[src/source/ctrl_params.svh]
`ifndef CTRL_PARAMS_SVH
`define CTRL_PARAMS_SVH

// Frame delimiters, ASCII "<" and ">"
`define CTRL_SOF 8'h3C
`define CTRL_EOF 8'h3E

// Request destinations
`define CTRL_DEST_WB     8'd1
`define CTRL_DEST_STATUS 8'd2

// Error codes in the payload of a controller reply
`define CTRL_ERR_RESET      8'h00
`define CTRL_ERR_BAD_PACKET 8'hFF
`define CTRL_ERR_BAD_DEST   8'hFE

// Payload lengths
`define CTRL_STATUS_LEN 8'd4
// Type and address bytes counted inside a Wishbone length
`define CTRL_WB_HDR_LEN 8'd3

`define CTRL_WB_ADR_W 16
`define CTRL_DAT_W    8

`endif

[src/source/ctrl_pkg.sv]
`default_nettype none

package ctrl_pkg;

	// What the reply writer puts on the wire
	typedef enum logic [1:0] {
		RK_RESET,
		RK_ERROR,
		RK_STATUS,
		RK_WB
	} reply_kind_e;

	// Source byte of an outgoing frame
	typedef enum logic [7:0] {
		SRC_CONTROLLER = 8'd0,
		SRC_WISHBONE   = 8'd1,
		SRC_DBSTATUS   = 8'd2
	} src_id_e;

endpackage

`default_nettype wire

[src/source/reply_if.sv]
`timescale 1ns/1ps
`default_nettype none

`include "ctrl_params.svh"

interface reply_if;

	logic req;
	ctrl_pkg::reply_kind_e kind;
	logic [`CTRL_DAT_W-1:0] pktno;
	logic [`CTRL_DAT_W-1:0] len;
	logic [`CTRL_DAT_W-1:0] err;
	// Wishbone reply carries a byte count instead of read data
	logic wb_write;
	logic busy;

	modport parser (
		output req, kind, pktno, len, err, wb_write,
		input  busy
	);

	modport writer (
		input  req, kind, pktno, len, err, wb_write,
		output busy
	);

endinterface

`default_nettype wire

[src/source/wb_cmd_if.sv]
`timescale 1ns/1ps
`default_nettype none

`include "ctrl_params.svh"

interface wb_cmd_if;

	// Job from the parser
	logic start;
	logic write;
	logic [`CTRL_WB_ADR_W-1:0] adr;
	logic [`CTRL_DAT_W-1:0] count;

	// Engine status and data
	logic done;
	logic [`CTRL_DAT_W-1:0] nbytes;
	logic take;
	logic [`CTRL_DAT_W-1:0] rdata;
	logic rvalid;

	// Writer is in the read payload
	logic stream;

	modport parser (output start, write, adr, count, input done, take);
	modport engine (
		input  start, write, adr, count, stream,
		output done, nbytes, take, rdata, rvalid
	);
	modport writer (input nbytes, rdata, rvalid, output stream);

endinterface

`default_nettype wire

[src/source/frame_parser.sv]
`timescale 1ns/1ps
`default_nettype none

`include "ctrl_params.svh"

module frame_parser (
	input  wire logic       clk_i,
	input  wire logic       reset_i,
	input  wire logic [7:0] dat_i,
	input  wire logic       empty_i,
	output logic            rd_o,
	input  wire logic       status_change_i,
	output logic            status_change_ack_o,
	reply_if.parser         rp,
	wb_cmd_if.parser        wc
);

	typedef enum logic [4:0] {
		P_IDLE, P_SOF, P_DEST, P_ST_PKTNO, P_ST_EOF,
		P_WB_PKTNO, P_WB_LEN, P_WB_TYPE, P_WB_ADRH, P_WB_ADRL,
		P_WB_COUNT, P_WB_EOF, P_WB_START, P_WB_WAIT, P_WB_WEOF,
		P_DRAIN, P_REPLY
	} pstate_e;

	pstate_e state_q;
	pstate_e nxt;
	ctrl_pkg::reply_kind_e kind_q;
	logic [7:0] pktno_q;
	logic [7:0] len_q;
	logic [7:0] last_err;
	logic [7:0] cnt_q;
	logic [15:0] adr_q;
	logic we_q;
	logic bcast_q;
	logic consume;
	logic pop;
	logic is_eof;
	logic fail;
	logic [7:0] fail_code;

	// States that take one byte from the input FIFO
	assign consume = state_q inside {P_SOF, P_DEST, P_ST_PKTNO, P_ST_EOF, P_WB_PKTNO,
		P_WB_LEN, P_WB_TYPE, P_WB_ADRH, P_WB_ADRL, P_WB_COUNT, P_WB_EOF, P_WB_WEOF, P_DRAIN};
	assign pop = consume && !empty_i;
	assign rd_o = pop || wc.take;
	assign is_eof = (dat_i == `CTRL_EOF);

	assign rp.req = (state_q == P_REPLY) && !rp.busy;
	assign rp.kind = kind_q;
	assign rp.pktno = pktno_q;
	assign rp.len = len_q;
	assign rp.err = last_err;
	assign rp.wb_write = we_q;

	// Reads run while the reply streams, writes run before it
	assign wc.start = (state_q == P_WB_START) ||
		(rp.req && kind_q == ctrl_pkg::RK_WB && !we_q);
	assign wc.write = we_q;
	assign wc.adr = adr_q;
	assign wc.count = cnt_q;

	assign status_change_ack_o = rp.req && bcast_q;

	always_comb begin
		nxt = state_q;
		fail = 1'b0;
		fail_code = `CTRL_ERR_BAD_PACKET;
		case (state_q)
			P_IDLE: begin
				if (!rp.busy) begin
					if (status_change_i)
						nxt = P_REPLY;
					else if (!empty_i)
						nxt = P_SOF;
				end
			end
			P_SOF: begin
				if (dat_i != `CTRL_SOF)
					fail = 1'b1;
				else
					nxt = P_DEST;
			end
			P_DEST: begin
				if (dat_i == `CTRL_DEST_WB)
					nxt = P_WB_PKTNO;
				else if (dat_i == `CTRL_DEST_STATUS)
					nxt = P_ST_PKTNO;
				else begin
					fail = 1'b1;
					fail_code = `CTRL_ERR_BAD_DEST;
				end
			end
			P_ST_PKTNO: nxt = P_ST_EOF;
			P_ST_EOF, P_WB_EOF, P_WB_WEOF: begin
				if (!is_eof)
					fail = 1'b1;
				else
					nxt = P_REPLY;
			end
			P_WB_PKTNO: nxt = P_WB_LEN;
			P_WB_LEN: nxt = P_WB_TYPE;
			P_WB_TYPE: nxt = P_WB_ADRH;
			P_WB_ADRH: nxt = P_WB_ADRL;
			P_WB_ADRL: nxt = we_q ? P_WB_START : P_WB_COUNT;
			P_WB_COUNT: nxt = P_WB_EOF;
			P_WB_START: nxt = P_WB_WAIT;
			P_WB_WAIT: begin
				if (wc.done)
					nxt = P_WB_WEOF;
			end
			P_DRAIN: begin
				if (empty_i || is_eof)
					nxt = P_REPLY;
			end
			P_REPLY: begin
				if (!rp.busy)
					nxt = P_IDLE;
			end
			default: nxt = P_IDLE;
		endcase

		// FIFO ran dry in the middle of a packet
		if (consume && empty_i && state_q != P_DRAIN) begin
			fail = 1'b1;
			fail_code = `CTRL_ERR_BAD_PACKET;
		end
		// Skip the rest of a bad packet up to its EOF
		if (fail)
			nxt = (empty_i || is_eof) ? P_REPLY : P_DRAIN;
	end

	always_ff @(posedge clk_i) begin
		if (reset_i) begin
			state_q <= P_REPLY;
			kind_q <= ctrl_pkg::RK_RESET;
			pktno_q <= 8'd0;
			len_q <= 8'd1;
			last_err <= `CTRL_ERR_RESET;
			we_q <= 1'b0;
			bcast_q <= 1'b0;
		end else begin
			state_q <= nxt;
			if (state_q == P_SOF)
				bcast_q <= 1'b0;
			if (fail) begin
				kind_q <= ctrl_pkg::RK_ERROR;
				pktno_q <= 8'd0;
				len_q <= 8'd1;
				last_err <= fail_code;
			end else begin
				case (state_q)
					P_IDLE: begin
						if (!rp.busy && status_change_i) begin
							kind_q <= ctrl_pkg::RK_STATUS;
							pktno_q <= 8'd0;
							len_q <= `CTRL_STATUS_LEN;
							bcast_q <= 1'b1;
						end
					end
					P_ST_PKTNO, P_WB_PKTNO: pktno_q <= dat_i;
					P_ST_EOF: begin
						kind_q <= ctrl_pkg::RK_STATUS;
						len_q <= `CTRL_STATUS_LEN;
					end
					P_WB_TYPE: we_q <= dat_i[0];
					P_WB_EOF: begin
						kind_q <= ctrl_pkg::RK_WB;
						len_q <= cnt_q;
					end
					// Write reply holds one byte count
					P_WB_WEOF: begin
						kind_q <= ctrl_pkg::RK_WB;
						len_q <= 8'd1;
					end
					default: ;
				endcase
			end
		end
	end

	always_ff @(posedge clk_i) begin
		case (state_q)
			P_WB_LEN: cnt_q <= dat_i - `CTRL_WB_HDR_LEN;
			P_WB_ADRH: adr_q[15:8] <= dat_i;
			P_WB_ADRL: adr_q[7:0] <= dat_i;
			P_WB_COUNT: cnt_q <= dat_i;
			default: ;
		endcase
	end

	// Pops come from both the parser and the engine
	rd_not_empty: assert property (@(posedge clk_i) disable iff (reset_i)
		rd_o |-> !empty_i);

endmodule

`default_nettype wire

[src/source/packet_controller.sv]
`timescale 1ns/1ps
`default_nettype none

`include "ctrl_params.svh"

module packet_controller (
	input  wire logic                      clk_i,
	input  wire logic                      reset_i,
	input  wire logic [`CTRL_DAT_W-1:0]    dat_i,
	input  wire logic                      empty_i,
	output logic                           rd_o,
	output logic [`CTRL_DAT_W-1:0]         dat_o,
	output logic                           wr_o,
	input  wire logic                      full_i,
	output logic                           packet_o,
	input  wire logic [`CTRL_DAT_W-1:0]    d1_status_i,
	input  wire logic [`CTRL_DAT_W-1:0]    d2_status_i,
	input  wire logic [`CTRL_DAT_W-1:0]    d3_status_i,
	input  wire logic [`CTRL_DAT_W-1:0]    d4_status_i,
	input  wire logic                      status_change_i,
	output logic                           status_change_ack_o,
	output logic                           wb_cyc_o,
	output logic                           wb_stb_o,
	output logic                           wb_we_o,
	output logic [`CTRL_WB_ADR_W-1:0]      wb_adr_o,
	output logic [`CTRL_DAT_W-1:0]         wb_dat_o,
	input  wire logic [`CTRL_DAT_W-1:0]    wb_dat_i,
	input  wire logic                      wb_ack_i
);

	reply_if rp_if ();
	wb_cmd_if wc_if ();

	frame_parser u_parser (
		.clk_i(clk_i),
		.reset_i(reset_i),
		.dat_i(dat_i),
		.empty_i(empty_i),
		.rd_o(rd_o),
		.status_change_i(status_change_i),
		.status_change_ack_o(status_change_ack_o),
		.rp(rp_if.parser),
		.wc(wc_if.parser)
	);

	wb_engine u_engine (
		.clk_i(clk_i),
		.reset_i(reset_i),
		.full_i(full_i),
		.empty_i(empty_i),
		.wb_cyc_o(wb_cyc_o),
		.wb_stb_o(wb_stb_o),
		.wb_we_o(wb_we_o),
		.wb_adr_o(wb_adr_o),
		.wb_dat_o(wb_dat_o),
		.wb_dat_i(wb_dat_i),
		.wb_ack_i(wb_ack_i),
		.dat_i(dat_i),
		.wc(wc_if.engine)
	);

	reply_writer u_writer (
		.clk_i(clk_i),
		.reset_i(reset_i),
		.full_i(full_i),
		.dat_o(dat_o),
		.wr_o(wr_o),
		.packet_o(packet_o),
		.d1_status_i(d1_status_i),
		.d2_status_i(d2_status_i),
		.d3_status_i(d3_status_i),
		.d4_status_i(d4_status_i),
		.rp(rp_if.writer),
		.wc(wc_if.writer)
	);

endmodule

`default_nettype wire

[src/source/reply_writer.sv]
`timescale 1ns/1ps
`default_nettype none

`include "ctrl_params.svh"

module reply_writer (
	input  wire logic                   clk_i,
	input  wire logic                   reset_i,
	input  wire logic                   full_i,
	output logic [`CTRL_DAT_W-1:0]      dat_o,
	output logic                        wr_o,
	output logic                        packet_o,
	input  wire logic [`CTRL_DAT_W-1:0] d1_status_i,
	input  wire logic [`CTRL_DAT_W-1:0] d2_status_i,
	input  wire logic [`CTRL_DAT_W-1:0] d3_status_i,
	input  wire logic [`CTRL_DAT_W-1:0] d4_status_i,
	reply_if.writer                     rp,
	wb_cmd_if.writer                    wc
);

	typedef enum logic [2:0] {W_IDLE, W_SOF, W_SRC, W_PKTNO, W_LEN, W_PAY, W_EOF} wstate_e;

	wstate_e state_q;
	logic [7:0] idx_q;
	logic rd_pay;
	logic pay_wr;
	logic [`CTRL_DAT_W-1:0] pay_dat;
	ctrl_pkg::src_id_e src;

	assign rd_pay = (rp.kind == ctrl_pkg::RK_WB) && !rp.wb_write;
	// Read payload paces itself on the engine
	assign pay_wr = rd_pay ? wc.rvalid : !full_i;
	assign wc.stream = (state_q == W_PAY) && rd_pay;
	assign rp.busy = (state_q != W_IDLE);
	assign packet_o = wr_o && (state_q == W_EOF);

	always_comb begin
		case (rp.kind)
			ctrl_pkg::RK_STATUS: src = ctrl_pkg::SRC_DBSTATUS;
			ctrl_pkg::RK_WB: src = ctrl_pkg::SRC_WISHBONE;
			default: src = ctrl_pkg::SRC_CONTROLLER;
		endcase
	end

	always_comb begin
		case (rp.kind)
			ctrl_pkg::RK_STATUS: begin
				case (idx_q[1:0])
					2'd0: pay_dat = d1_status_i;
					2'd1: pay_dat = d2_status_i;
					2'd2: pay_dat = d3_status_i;
					default: pay_dat = d4_status_i;
				endcase
			end
			ctrl_pkg::RK_WB: pay_dat = rp.wb_write ? wc.nbytes : wc.rdata;
			default: pay_dat = rp.err;
		endcase
	end

	always_comb begin
		wr_o = !full_i;
		dat_o = `CTRL_EOF;
		case (state_q)
			W_SOF: dat_o = `CTRL_SOF;
			W_SRC: dat_o = src;
			W_PKTNO: dat_o = rp.pktno;
			W_LEN: dat_o = rp.len;
			W_PAY: begin
				wr_o = pay_wr;
				dat_o = pay_dat;
			end
			W_EOF: dat_o = `CTRL_EOF;
			default: wr_o = 1'b0;
		endcase
	end

	always_ff @(posedge clk_i) begin
		if (reset_i) begin
			state_q <= W_IDLE;
		end else begin
			case (state_q)
				W_IDLE: if (rp.req) state_q <= W_SOF;
				W_SOF: if (!full_i) state_q <= W_SRC;
				W_SRC: if (!full_i) state_q <= W_PKTNO;
				W_PKTNO: if (!full_i) state_q <= W_LEN;
				W_LEN: if (!full_i) state_q <= (rp.len == 8'd0) ? W_EOF : W_PAY;
				W_PAY: if (pay_wr && idx_q == rp.len - 8'd1) state_q <= W_EOF;
				W_EOF: if (!full_i) state_q <= W_IDLE;
				default: state_q <= W_IDLE;
			endcase
		end
	end

	// Payload byte index
	always_ff @(posedge clk_i) begin
		if (state_q == W_LEN)
			idx_q <= 8'd0;
		else if (state_q == W_PAY && pay_wr)
			idx_q <= idx_q + 8'd1;
	end

	no_wr_when_full: assert property (@(posedge clk_i) disable iff (reset_i)
		wr_o |-> !full_i);

endmodule

`default_nettype wire

[src/source/wb_engine.sv]
`timescale 1ns/1ps
`default_nettype none

`include "ctrl_params.svh"

module wb_engine (
	input  wire logic                      clk_i,
	input  wire logic                      reset_i,
	input  wire logic                      full_i,
	input  wire logic                      empty_i,
	output logic                           wb_cyc_o,
	output logic                           wb_stb_o,
	output logic                           wb_we_o,
	output logic [`CTRL_WB_ADR_W-1:0]      wb_adr_o,
	output logic [`CTRL_DAT_W-1:0]         wb_dat_o,
	input  wire logic [`CTRL_DAT_W-1:0]    wb_dat_i,
	input  wire logic                      wb_ack_i,
	input  wire logic [`CTRL_DAT_W-1:0]    dat_i,
	wb_cmd_if.engine                       wc
);

	logic cyc_q;
	logic stb_q;
	logic done_q;
	logic rfull_q;
	logic we_q;
	logic [`CTRL_WB_ADR_W-1:0] adr_q;
	logic [`CTRL_DAT_W-1:0] remain_q;
	logic [`CTRL_DAT_W-1:0] nbytes_q;
	logic [`CTRL_DAT_W-1:0] rbuf_q;
	logic ack_beat;
	logic read_ack;
	logic ready;

	assign ack_beat = cyc_q && stb_q && wb_ack_i;
	assign read_ack = ack_beat && !we_q;
	// A new beat starts only when its byte has somewhere to go
	assign ready = we_q ? !empty_i : (wc.stream && !full_i && !rfull_q);

	assign wb_cyc_o = cyc_q;
	assign wb_stb_o = stb_q;
	assign wb_we_o = cyc_q && we_q;
	assign wb_adr_o = adr_q;
	assign wb_dat_o = dat_i;

	assign wc.done = done_q;
	assign wc.nbytes = nbytes_q;
	assign wc.take = ack_beat && we_q;
	// Read byte that met a full output FIFO waits in rbuf_q
	assign wc.rvalid = !full_i && (rfull_q || read_ack);
	assign wc.rdata = rfull_q ? rbuf_q : wb_dat_i;

	always_ff @(posedge clk_i) begin
		if (reset_i) begin
			cyc_q <= 1'b0;
			stb_q <= 1'b0;
			done_q <= 1'b0;
			rfull_q <= 1'b0;
		end else begin
			done_q <= 1'b0;
			if (wc.start) begin
				if (wc.count == '0)
					done_q <= 1'b1;
				else
					cyc_q <= 1'b1;
			end else if (cyc_q) begin
				if (ack_beat) begin
					stb_q <= 1'b0;
					if (remain_q == 8'd1) begin
						cyc_q <= 1'b0;
						done_q <= 1'b1;
					end
				end else if (!stb_q && ready) begin
					stb_q <= 1'b1;
				end
			end
			if (read_ack && full_i)
				rfull_q <= 1'b1;
			else if (rfull_q && !full_i)
				rfull_q <= 1'b0;
		end
	end

	always_ff @(posedge clk_i) begin
		if (wc.start) begin
			adr_q <= wc.adr;
			remain_q <= wc.count;
			nbytes_q <= '0;
			we_q <= wc.write;
		end else if (ack_beat) begin
			adr_q <= adr_q + 1'b1;
			remain_q <= remain_q - 1'b1;
			nbytes_q <= nbytes_q + 1'b1;
		end
		if (read_ack && full_i)
			rbuf_q <= wb_dat_i;
	end

	stb_in_cyc: assert property (@(posedge clk_i) disable iff (reset_i)
		wb_stb_o |-> wb_cyc_o);

endmodule

`default_nettype wire

[config.mk]
export PLATFORM = sky130hd
export DESIGN_NAME = packet_controller
export DESIGN_NICKNAME = d
export VERILOG_FILES = /design/src/source/ctrl_pkg.sv /design/src/source/reply_if.sv /design/src/source/wb_cmd_if.sv /design/src/source/frame_parser.sv /design/src/source/packet_controller.sv /design/src/source/reply_writer.sv /design/src/source/wb_engine.sv
export VERILOG_INCLUDE_DIRS = /design/src /design/src/source
export SDC_FILE = /design/constraint.sdc
export NUM_CORES = 1
export LEC_CHECK = 0
export BUFFER_PORTS_ARGS = -buffer_cell sky130_fd_sc_hd__buf_4
export CAP_MARGIN = 20
export CORE_AREA = 4 4 148 150
export CTS_CLUSTER_SIZE = 16
export DETAILED_ROUTE_END_ITERATION = 10
export DIE_AREA = 0 0 152 154
export HOLD_SLACK_MARGIN = 0.1
export PLACE_DENSITY = 0.56
export RECOVER_POWER = 50
export SLEW_MARGIN = 20
export SYNTH_ARGS = -nofsm -noshare
export SYNTH_HDL_FRONTEND = slang
export SYNTH_SLANG_ARGS = --single-unit
[constraint.sdc]
create_clock -name clk_i -period 4.8 [get_ports clk_i]
set_clock_uncertainty 0.2 [all_clocks]
set_input_delay 0.48 -clock clk_i [delete_from_list [all_inputs] [get_ports clk_i]]
set_output_delay 0.48 -clock clk_i [all_outputs]
set_load 0.05 [all_outputs]
==> results of run 1 <==
worst min-delay path by stage:
stage	start	endpoint	slack (ps)	depth (start not counted)
after floorplan	u_parser.rp.err[6]	u_parser.rp.err[6]	230	2
after global placement	u_parser.rp.pktno[1]	u_parser.rp.pktno[1]	270	2
after detailed placement	u_parser.rp.err[6]	u_parser.rp.err[6]	270	2
after CTS	wb_dat_i[2]	u_engine.rbuf_q[2]	100	1
after global routing	wb_dat_i[4]	u_engine.rbuf_q[4]	130	1
final	wb_dat_i[5]	u_engine.rbuf_q[5]	140	1
critical path, delay by kind of cell (launching register included):
kind	cells	cell delay [ps]
buffers and inverters	2	830
AO/OA/AOI/OAI	2	1030
AND/OR/NAND/NOR	1	340
flip-flops	1	310
cells in the final DEF (no fill, tap or decap), drive strengths merged, types with 8 or more instances in the layout:
| cell | count |
|---|---|
| a21oi | 44 |
| mux2i | 11 |
| nand3 | 25 |
| nor3 | 12 |
| or3 | 8 |
| ha | 13 |
| a222oi | 8 |
| inv | 21 |
| nor4 | 10 |
| xnor2 | 24 |
| clkbuf | 55 |
| o21ai | 50 |
| and3 | 9 |
| nor2 | 59 |
| dfxtp | 50 |
| xor2 | 30 |
| nand2 | 71 |
| buf | 49 |
| nand2b | 11 |
| edfxtp | 57 |
kinds of logic after synthesis:
family,Yosys count,share of synthesized area [%]
AO/OA/AOI/OAI,160,16.9
XOR/XNOR,54,7.80
adder cells (fa/ha/maj),13,2.68
buffers and inverters,63,5.72
flip-flops,107,44.7
multiplexers,18,3.12
AND/OR/NAND/NOR,235,19.0
area by class of cell:
cell class,count,area [um^2],area share [%]
multi-input combinational,480,3000,43.1
sequential,107,2710,38.9
timing repair buffer,94,548,7.86
tap,275,344,4.94
clock buffer,10,229,3.29
inverter,19,71.3,1.02
clock inverter,6,62.6,0.898
power breakdown:
group          switching (mW)  internal (mW)  total (mW)
logic                   0.518          0.323       0.840
clock network           0.336          0.406       0.742
registers               0.128           1.03        1.15
total                   0.982           1.75        2.74
cell usage after synthesis (9+ instances only):
cell and count:
edfxtp_1 57, clkbuf_1 12, o21ai_0 46, a21oi_1 44, nor2_1 59, ha_1 13, buf_2 9, xnor2_1 24
buf_4 10, and3_1 9, nand3_1 25, nand2b_1 10, nor4_1 10, inv_1 18, nor3_1 11, xor2_1 30
nand2_1 71, dfxtp_1 50, mux2i_1 11
sequential cells by signal, summed over array words and instances (netlist names):
signal / flops
u_engine.remain_q: 8
u_parser.bcast_q: 1
u_parser.rp.err: 2
u_writer.idx_q: 8
u_parser.wc.adr: 16
u_writer.state_q: 3
u_parser.rp.len: 8
u_parser.rp.kind: 2
u_engine.we_q: 1
u_engine.wb_cyc_o: 1
u_parser.rp.pktno: 8
u_engine.wc.nbytes: 8
u_parser.wc.count: 8
u_engine.rbuf_q: 8
u_engine.wb_stb_o: 1
u_engine.wb_adr_o: 16
u_parser.state_q: 5
u_engine.wc.done: 1
u_engine.rfull_q: 1
u_parser.rp.wb_write: 1
metal layers:
metal  routed length [um]  global-route usage (%)  share of wire, %  vias to the layer above
li1                     -                       -                 -                     2480
met1                 7540                    18.7                48                     2349
met2                 7570                    21.1                48                       98
met3                  500                    1.89               3.2                       17
met4                  238                    4.28               1.5                        0
met5                    0                       0                 0                        -
per-stage QoR:
| step | hold slack, ps | setup WS, ps |
|---|---|---|
| 3_3_place_gp | 267 | 1800 |
| 5_1_grt | 131 | 904 |
| 2_1_floorplan | 232 | 1990 |
| 6_report | 140 | 1250 |
| 4_1_cts | 103 | 1610 |
| 3_5_place_dp | 275 | 1850 |
==> impl_metrics.json, run 1 <==
{
  "status": "complete, no violations",
  "ys_types": 65,
  "reg2regPathDepth": 7,
  "grt_pass1_wl_um": 25400,
  "drive_above_1_share_pct": 12.2,
  "r2r-start": "u_parser.rp.wb_write",
  "coreArea_mm2": 0.0207,
  "insertion_delay_ps": 350,
  "synth_top_area_cell": "edfxtp_1",
  "crit_path_end_kind": "primary output",
  "clock_path_buffers": 2,
  "ys_seq_area_share_pct": 44.7,
  "rsz0062_at_grt": "false",
  "worstPathArrival_ps": 2870,
  "htree_levels": 3,
  "start_util_pct": 29.3,
  "drtIter0Drc": 456,
  "synth.area.top_cells": "edfxtp_1 (28%), dfxtp_1 (17%), nand2_1 (4.4%), xor2_1 (4.3%), o21ai_0 (3.8%)",
  "path_clk_slew_ps": 70,
  "slew_headroom_pct": 28.9,
  "fill_cells": 2210,
  "min_path_type": "in2reg",
  "postCtsSetupBuffers": 0,
  "startpoint": "u_parser.rp.wb_write",
  "cp_max_fo": 17,
  "wire_per_inst_um": 16.0,
  "area_growth_pct": 14.9,
  "numCtsBuffers": 9,
  "path_class": "reg2out",
  "grt_overflow": 0,
  "peakVddDrop_mv": 0.175,
  "p_per_area_mw_per_mm2": 393,
  "fin_nets": 778,
  "worstMarginPinSlew_ps": 1060,
  "ys_async_sr_fraction_pct": 0,
  "drv_cap": 0,
  "design_area_mm2": 0.00697,
  "grt_max_degree": 35,
  "fin_crit_ps": 3550,
  "antenna_found_initial": 0,
  "cts.sinks": 107,
  "fmax_ghz": 0.282,
  "cp-endpoint": "wr_o",
  "synthFlopType": "edfxtp_1",
  "remaining_drc_errors": 0,
  "tns_ps": 0,
  "holdBufCountCts": 0,
  "hold_viol": 0,
  "num_vias": 4944,
  "syn_inst": 650,
  "avgViaCountPerCell": 4.99,
  "routed_wl_um": 15900,
  "start_kind": "flop",
  "setup_viol": 0,
  "required_ps": 4120,
  "dr.pass1.iters": 5,
  "finalNonFillerCells": 991,
  "rrSetupSlack_ps": 1630,
  "diodes": 0,
  "cts_root_buffer": "clkbuf_16",
  "fp-row-count": 53,
  "ys_ff_latch": 107,
  "path_cells": "clkbuf_1 -> and4bb_2 -> a211oi_1 -> a21o_1 -> buf_4",
  "port_buffers": 92,
  "cts_tree": "done",
  "ant_nets": 0,
  "finalPower_mw": 2.74,
  "yosysTopAreaCellShare_pct": 28.2,
  "crit_slowest_cell": "a211oi_1",
  "cpPeakStageDelay_ps": 890,
  "synth-edff-count": 57,
  "syn_nets": 717,
  "syn_area_per_cell_um2": 9.33,
  "postLayoutCoreUtil_pct": 33.7,
  "die_h_um": 154,
  "place_hpwl_um": 11900,
  "finalCritPeriodShare_pct": 73.9,
  "synth_area_mm2": 0.00606,
  "leakagePower_nw": 2.38,
  "reg2reg_to": "u_writer.idx_q[5]",
  "chipWidth_um": 152,
  "grt_pass1_vias": 4674,
  "placed_area_mm2": 0.00684,
  "gp_congestion": 0.838,
  "die-area_mm2": 0.0234,
  "cts_resized": 0,
  "finalMaxSlewViolations": 0,
  "place_inst": 975,
  "yosysWarningCount": 0,
  "grt_usage_pct": 13.3,
  "ios": 93
}
No activity file was read; power rests on OpenSTA's default activity.
==> inputs of run 2 (changes only) <==
ABC_AREA = 1   (was default)
CORE_AREA = 4 4 152 154   (was 4 4 148 150)
DIE_AREA = 0 0 156 158   (was 0 0 152 154)
clock period = 3.5 ns   (was 4.8 ns; I/O delays follow)
==> impl_metrics.json, run 2 <==
{
  "grt.busiest_layer": "met2",
  "insertion_delay_ps": 360,
  "port_buffers": 92,
  "yosysTopAreaCellShare_pct": 26.8,
  "finalPower_mw": 4.44,
  "diodes": 0,
  "grt_max_degree": 48,
  "syn_nets": 931,
  "switching_share_pct": 42.0,
  "coreArea_mm2": 0.0217,
  "clock_path_buffers": 2,
  "antenna_found_initial": 0,
  "remaining_drc_errors": 0,
  "yosysWarningCount": 0,
  "die-area_mm2": 0.0246,
  "yosys-top-cells-count": "nand2_1 (220), nor2_1 (111), inv_1 (101)",
  "ys_ff_latch": 107,
  "grtUsageMet2_pct": 23.8,
  "place_hpwl_um": 14300,
  "p_per_area_mw_per_mm2": 584,
  "whs_ps": 219,
  "required_ps": 2950,
  "rsz0062_at_grt": "false",
  "peakVddDrop_mv": 0.258,
  "cts_tree": "done",
  "tns_ps": 0,
  "ys_seq_area_share_pct": 42.4,
  "ys_types": 51,
  "routed_wl_um": 18400,
  "syn_area_per_cell_um2": 7.40,
  "fin_crit_ps": 2970,
  "grt_overflow": 0,
  "postLayoutCoreUtil_pct": 35.1,
  "layout_commonest_cell": "nand2_1",
  "clkPwrFrac_pct": 23.1,
  "start_kind": "flop",
  "place_inst": 1213,
  "dr.pass1.iters": 7,
  "worstMarginPinSlew_ps": 833,
  "rrSetupSlack_ps": 710,
  "worstPathArrival_ps": 2420,
  "drive_above_1_share_pct": 10.2,
  "fmax_ghz": 0.337,
  "synth.area.top_cells": "edfxtp_1 (27%), dfxtp_1 (16%), nand2_1 (13%), nor2_1 (6.5%), inv_1 (5.9%)",
  "status": "complete, no violations",
  "wire_per_inst_um": 14.8,
  "start_util_pct": 29.5,
  "syn_inst": 864,
  "postCtsSetupBuffers": 0,
  "area_growth_pct": 19.0,
  "grt.met3_usage_pct": 2.19,
  "grt_usage_pct": 14.7,
  "synth-edff-count": 57,
  "internal-power_mw": 2.58,
  "ys_async_sr_fraction_pct": 0,
  "htree_levels": 3,
  "fp-row-count": 54,
  "path_class": "reg2out",
  "drtIter0Drc": 451,
  "numCtsBuffers": 9,
  "pre_cts_slack_ps": 904,
  "path_clk_slew_ps": 70,
  "min_path_type": "in2reg",
  "ios": 93,
  "timing.final.ws_setup_ps": 534,
  "crit_slowest_cell": "dfxtp_1",
  "seq_power_share_pct": 35.2,
  "num_vias": 5870,
  "switchingPower_mw": 1.87,
  "grt_pass1_wl_um": 28600,
  "design_area_mm2": 0.00761,
  "gp_congestion": 0.883,
  "cts_root_buffer": "clkbuf_16",
  "placed_area_mm2": 0.00731,
  "slew_headroom_pct": 44.5,
  "synth.most_common_cell": "nand2_1",
  "ant_nets": 0,
  "crit_path_end_kind": "primary output",
  "finalMaxSlewViolations": 0,
  "synth_top_area_cell": "edfxtp_1",
  "die_h_um": 158,
  "use_met1_pct": 20.2,
  "leakagePower_nw": 3.15,
  "p_comb_share_pct": 41.8,
  "synthFlopType": "edfxtp_1",
  "grt_pass1_vias": 5475,
  "setup_viol": 0,
  "cp_max_fo": 12,
  "chipWidth_um": 156,
  "avgViaCountPerCell": 4.71,
  "drv_cap": 0,
  "finalCritPeriodShare_pct": 84.7,
  "cpPeakStageDelay_ps": 390,
  "hold_viol": 0,
  "final_cell_mix": "nand2_1 (222), nor2_1 (112), inv_1 (104), nand3_1 (61), edfxtp_1 (57)",
  "path_cells": "nor2_1 -> inv_1 -> nor2_1 -> inv_1 -> nand2_1 -> inv_1 -> nand3_1 -> o2111ai_1 -> buf_4",
  "synth_area_mm2": 0.00640,
  "cpMostUsedCell": "inv_1",
  "fin_nets": 1028,
  "cts.sinks": 107,
  "finalNonFillerCells": 1246
}
[run 2: cell types whose count changed after synthesis, moves of 10 or more]
| cell | change |
|---|---|
| nand2_1 | +149 |
| nand3_1 | +36 |
| mux2i_1 | -10 |
| inv_1 | +83 |
| nor2_1 | +52 |
| nand2b_1 | -10 |
| xor2_1 | -13 |
| xnor2_1 | -16 |
[run 2: power groups by stage]
stage / Combinational (mW) / Clock (mW) / Sequential (mW)
4_1_cts: 1.88 / 1.04 / 1.57
3_5_place_dp: 1.86 / 0 / 1.59
6_report: 1.86 / 1.02 / 1.56
2_1_floorplan: 1.38 / 0 / 1.57
3_3_place_gp: 1.86 / 0 / 1.59
5_1_grt: 2.07 / 1.08 / 1.58
[run 2: layout make-up]
| type | count | area [um^2] |
|---|---|---|
| inverter | 115 | 434 |
| timing repair buffer | 112 | 738 |
| clock inverter | 4 | 52.6 |
| fill | 2295 | 14100 |
| tap | 280 | 350 |
| sequential | 107 | 2710 |
| multi-input combinational | 616 | 3090 |
| clock buffer | 12 | 236 |
[run 2: timing repair]
item / in CTS / in global routing
hold buffers: 17 / 0
resized for setup: 0 / 0
hold endpoints to repair: 28 / 0
[run 2: critical path: cells and delay by family, from the launching register on]
| family | cells | cell delay (ps) |
|---|---|---|
| flip-flops | 1 | 390 |
| AND/OR/NAND/NOR | 4 | 830 |
| buffers and inverters | 4 | 670 |
| AO/OA/AOI/OAI | 1 | 180 |
[run 2: cells by family after synthesis]
group,after synthesis,share of synthesized area (%)
flops,107,42.4
compound gates,141,13.1
simple gates,436,29.3
xor+xnor,25,3.42
mux,1,0.156
buf+inv,141,9.11
fa+ha+maj,13,2.54
[run 2: routing by layer]
metal  vias to the layer above  routed length (um)
li1                       3021                   -
met1                      2714                8870
met2                       120                8620
met3                        15                 646
met4                         0                 258
met5                         -                   0
[run 2: final timing paths]
kind | startpoint | endpoint | depth (start not counted)
worst max-delay path | u_writer.state_q[1] | dat_o[2] | 9
worst min register to register | u_engine.wc.nbytes[7] | u_engine.wc.nbytes[7] | 1
worst max register to register | u_writer.state_q[2] | u_engine.wb_cyc_o | 11
worst min-delay path | status_change_i | u_parser.state_q[4] | 5
==> inputs of run 3 (changes only) <==
ABC_AREA = 0   (was 1)
CORE_AREA = 4 4 148 150   (was 4 4 152 154)
DIE_AREA = 0 0 152 154   (was 0 0 156 158)
clock period = 2.9 ns   (was 3.5 ns; I/O delays follow)
==> impl_metrics.json, run 3 (same netlist as run 1, synthesis figures left out) <==
{
  "die_h_um": 154,
  "antenna_found_initial": 0,
  "reg2reg_to": "u_parser.rp.pktno[5]",
  "path_class": "reg2out",
  "place_hpwl_um": 12300,
  "setup_viol": 0,
  "rrSetupSlack_ps": 270,
  "remaining_drc_errors": 0,
  "drtIter0Drc": 349,
  "fill_cells": 2171,
  "num_vias": 5094,
  "clock_path_buffers": 2,
  "start_util_pct": 29.3,
  "worstPathArrival_ps": 2270,
  "final_cell_mix": "nand2_1 (71), buf_4 (70), nor2_1 (59), edfxtp_1 (57), dfxtp_1 (48)",
  "hold_viol": 0,
  "drv_cap": 0,
  "slew_headroom_pct": 49.2,
  "tns_ps": 0,
  "p_comb_share_pct": 34.4,
  "insertion_delay_ps": 350,
  "htree_levels": 3,
  "routed_wl_um": 16300,
  "die-area_mm2": 0.0234,
  "ios": 93,
  "switching_share_pct": 36.4,
  "path_clk_slew_ps": 70,
  "cp_max_fo": 8,
  "grt_pass1_wl_um": 26000,
  "required_ps": 2410,
  "rsz0062_at_grt": "false",
  "min_path_type": "in2reg",
  "cts_tree": "done",
  "hold_path_depth": 3,
  "wire_per_inst_um": 15.8,
  "status": "complete, no violations",
  "multi_input_area_mm2": 0.00300,
  "reg2regPathDepth": 8,
  "cts.sinks": 107,
  "diodes": 0,
  "seq_area_mm2": 0.00272,
  "peakVddDrop_mv": 0.305,
  "crit_path_end_kind": "primary output",
  "avgViaCountPerCell": 4.94,
  "fp-row-count": 53,
  "p_per_area_mw_per_mm2": 636,
  "fin_crit_ps": 2760,
  "dr.pass1.iters": 5,
  "layout_commonest_cell": "nand2_1",
  "finalMaxSlewViolations": 0,
  "hp-start": "full_i",
  "grt_overflow": 0,
  "startpoint": "u_writer.idx_q[0]",
  "seq_power_share_pct": 39.4,
  "r2r-start": "u_parser.state_q[1]",
  "grt_usage_pct": 13.7,
  "gp_congestion": 0.865,
  "ant_nets": 0,
  "area_growth_pct": 20.8,
  "coreArea_mm2": 0.0207,
  "worstMarginPinSlew_ps": 759,
  "switchingPower_mw": 1.70,
  "leakagePower_nw": 2.56,
  "min_to": "u_engine.rfull_q",
  "grt_pass1_vias": 4812,
  "drive_above_1_share_pct": 15.3,
  "numCtsBuffers": 9,
  "fmax_ghz": 0.362,
  "fin_nets": 818,
  "finalCritPeriodShare_pct": 95.3,
  "clkPwrFrac_pct": 26.2,
  "grt_max_degree": 25,
  "pre_cts_slack_ps": 377,
  "cts_root_buffer": "clkbuf_16",
  "internal-power_mw": 2.96,
  "port_buffers": 92,
  "start_kind": "flop",
  "chipWidth_um": 152,
  "timing.final.ws_setup_ps": 135
}
-- run 3: cell types whose count changed in the layout (fill, tap and decap cells not counted), sizes merged, moves of 11 or more --
cell and change:
nand2 -154, inv -89, nor2 -59, xor2 +13, nand3 -39, nand2b +11, buf +21, xnor2 +16
-- run 3: worst max path at each step --
stage / slack (ps) / cells after the start / endpoint
after detailed placement: 380 / 8 / dat_o[6]
final: 140 / 8 / dat_o[6]
after CTS: 70 / 8 / dat_o[6]
after global placement: 420 / 8 / dat_o[6]
after global routing: 4 / 8 / dat_o[6]
after floorplan: 280 / 5 / rd_o
-- run 3: area by class of cell --
class / count / share of cell area (%)
multi-input combinational: 480 / 41.0
clock inverter: 6 / 0.735
clock buffer: 10 / 3.26
sequential: 107 / 37.1
tap: 275 / 4.70
inverter: 19 / 1.02
timing repair buffer: 134 / 12.2
-- run 3: metal layers --
metal	routed length, um	GRT usage, %	share of wire [%]
met5	0	0	0
met4	324	4.54	2.0
met3	479	1.91	2.9
met2	7770	22.0	48
met1	7700	19.1	47
-- run 3: worst max-delay path, cell delays in order (launching register included) --
cell	delay, ps
dfxtp_2	410
inv_1	80
ha_2	240
a222oi_1	360
a21oi_1	110
o21ai_0	180
a21oi_1	90
a221o_1	270
buf_4	190
-- run 3: through the flow --
| stage | total power [mW] | hold WS (ps) | instance area (um^2) | instances | util, % |
|---|---|---|---|---|---|
| detailed placement | 3.43 | 258 | 6990 | 995 | 33.8 |
| global placement | 3.44 | 259 | 6990 | 995 | 33.8 |
| global route | 4.94 | 176 | 7320 | 1031 | 35.4 |
| finish | 4.66 | 155 | 7320 | 1031 | 35.4 |
| CTS | 4.69 | 146 | 7450 | 1028 | 36.0 |
| floorplan | 3.01 | 189 | 6060 | 650 | - |
-- run 3: what timing repair did --
item / 4_1_cts / 5_1_grt
endpoints found under the hold margin: 43 / 0
pin swaps: 0 / 0
setup endpoints to repair: 2 / 3
buffers inserted: 0 / 3
gates resized for setup: 2 / 5
hold buffers: 17 / 0
-- run 3: power groups by stage --
stage / registers (mW) / clock network, mW / logic (mW)
2_1_floorplan: 1.82 / 0 / 1.19
3_3_place_gp: 1.87 / 0 / 1.57
3_5_place_dp: 1.87 / 0 / 1.57
4_1_cts: 1.83 / 1.26 / 1.59
5_1_grt: 1.85 / 1.32 / 1.77
6_report: 1.84 / 1.22 / 1.60
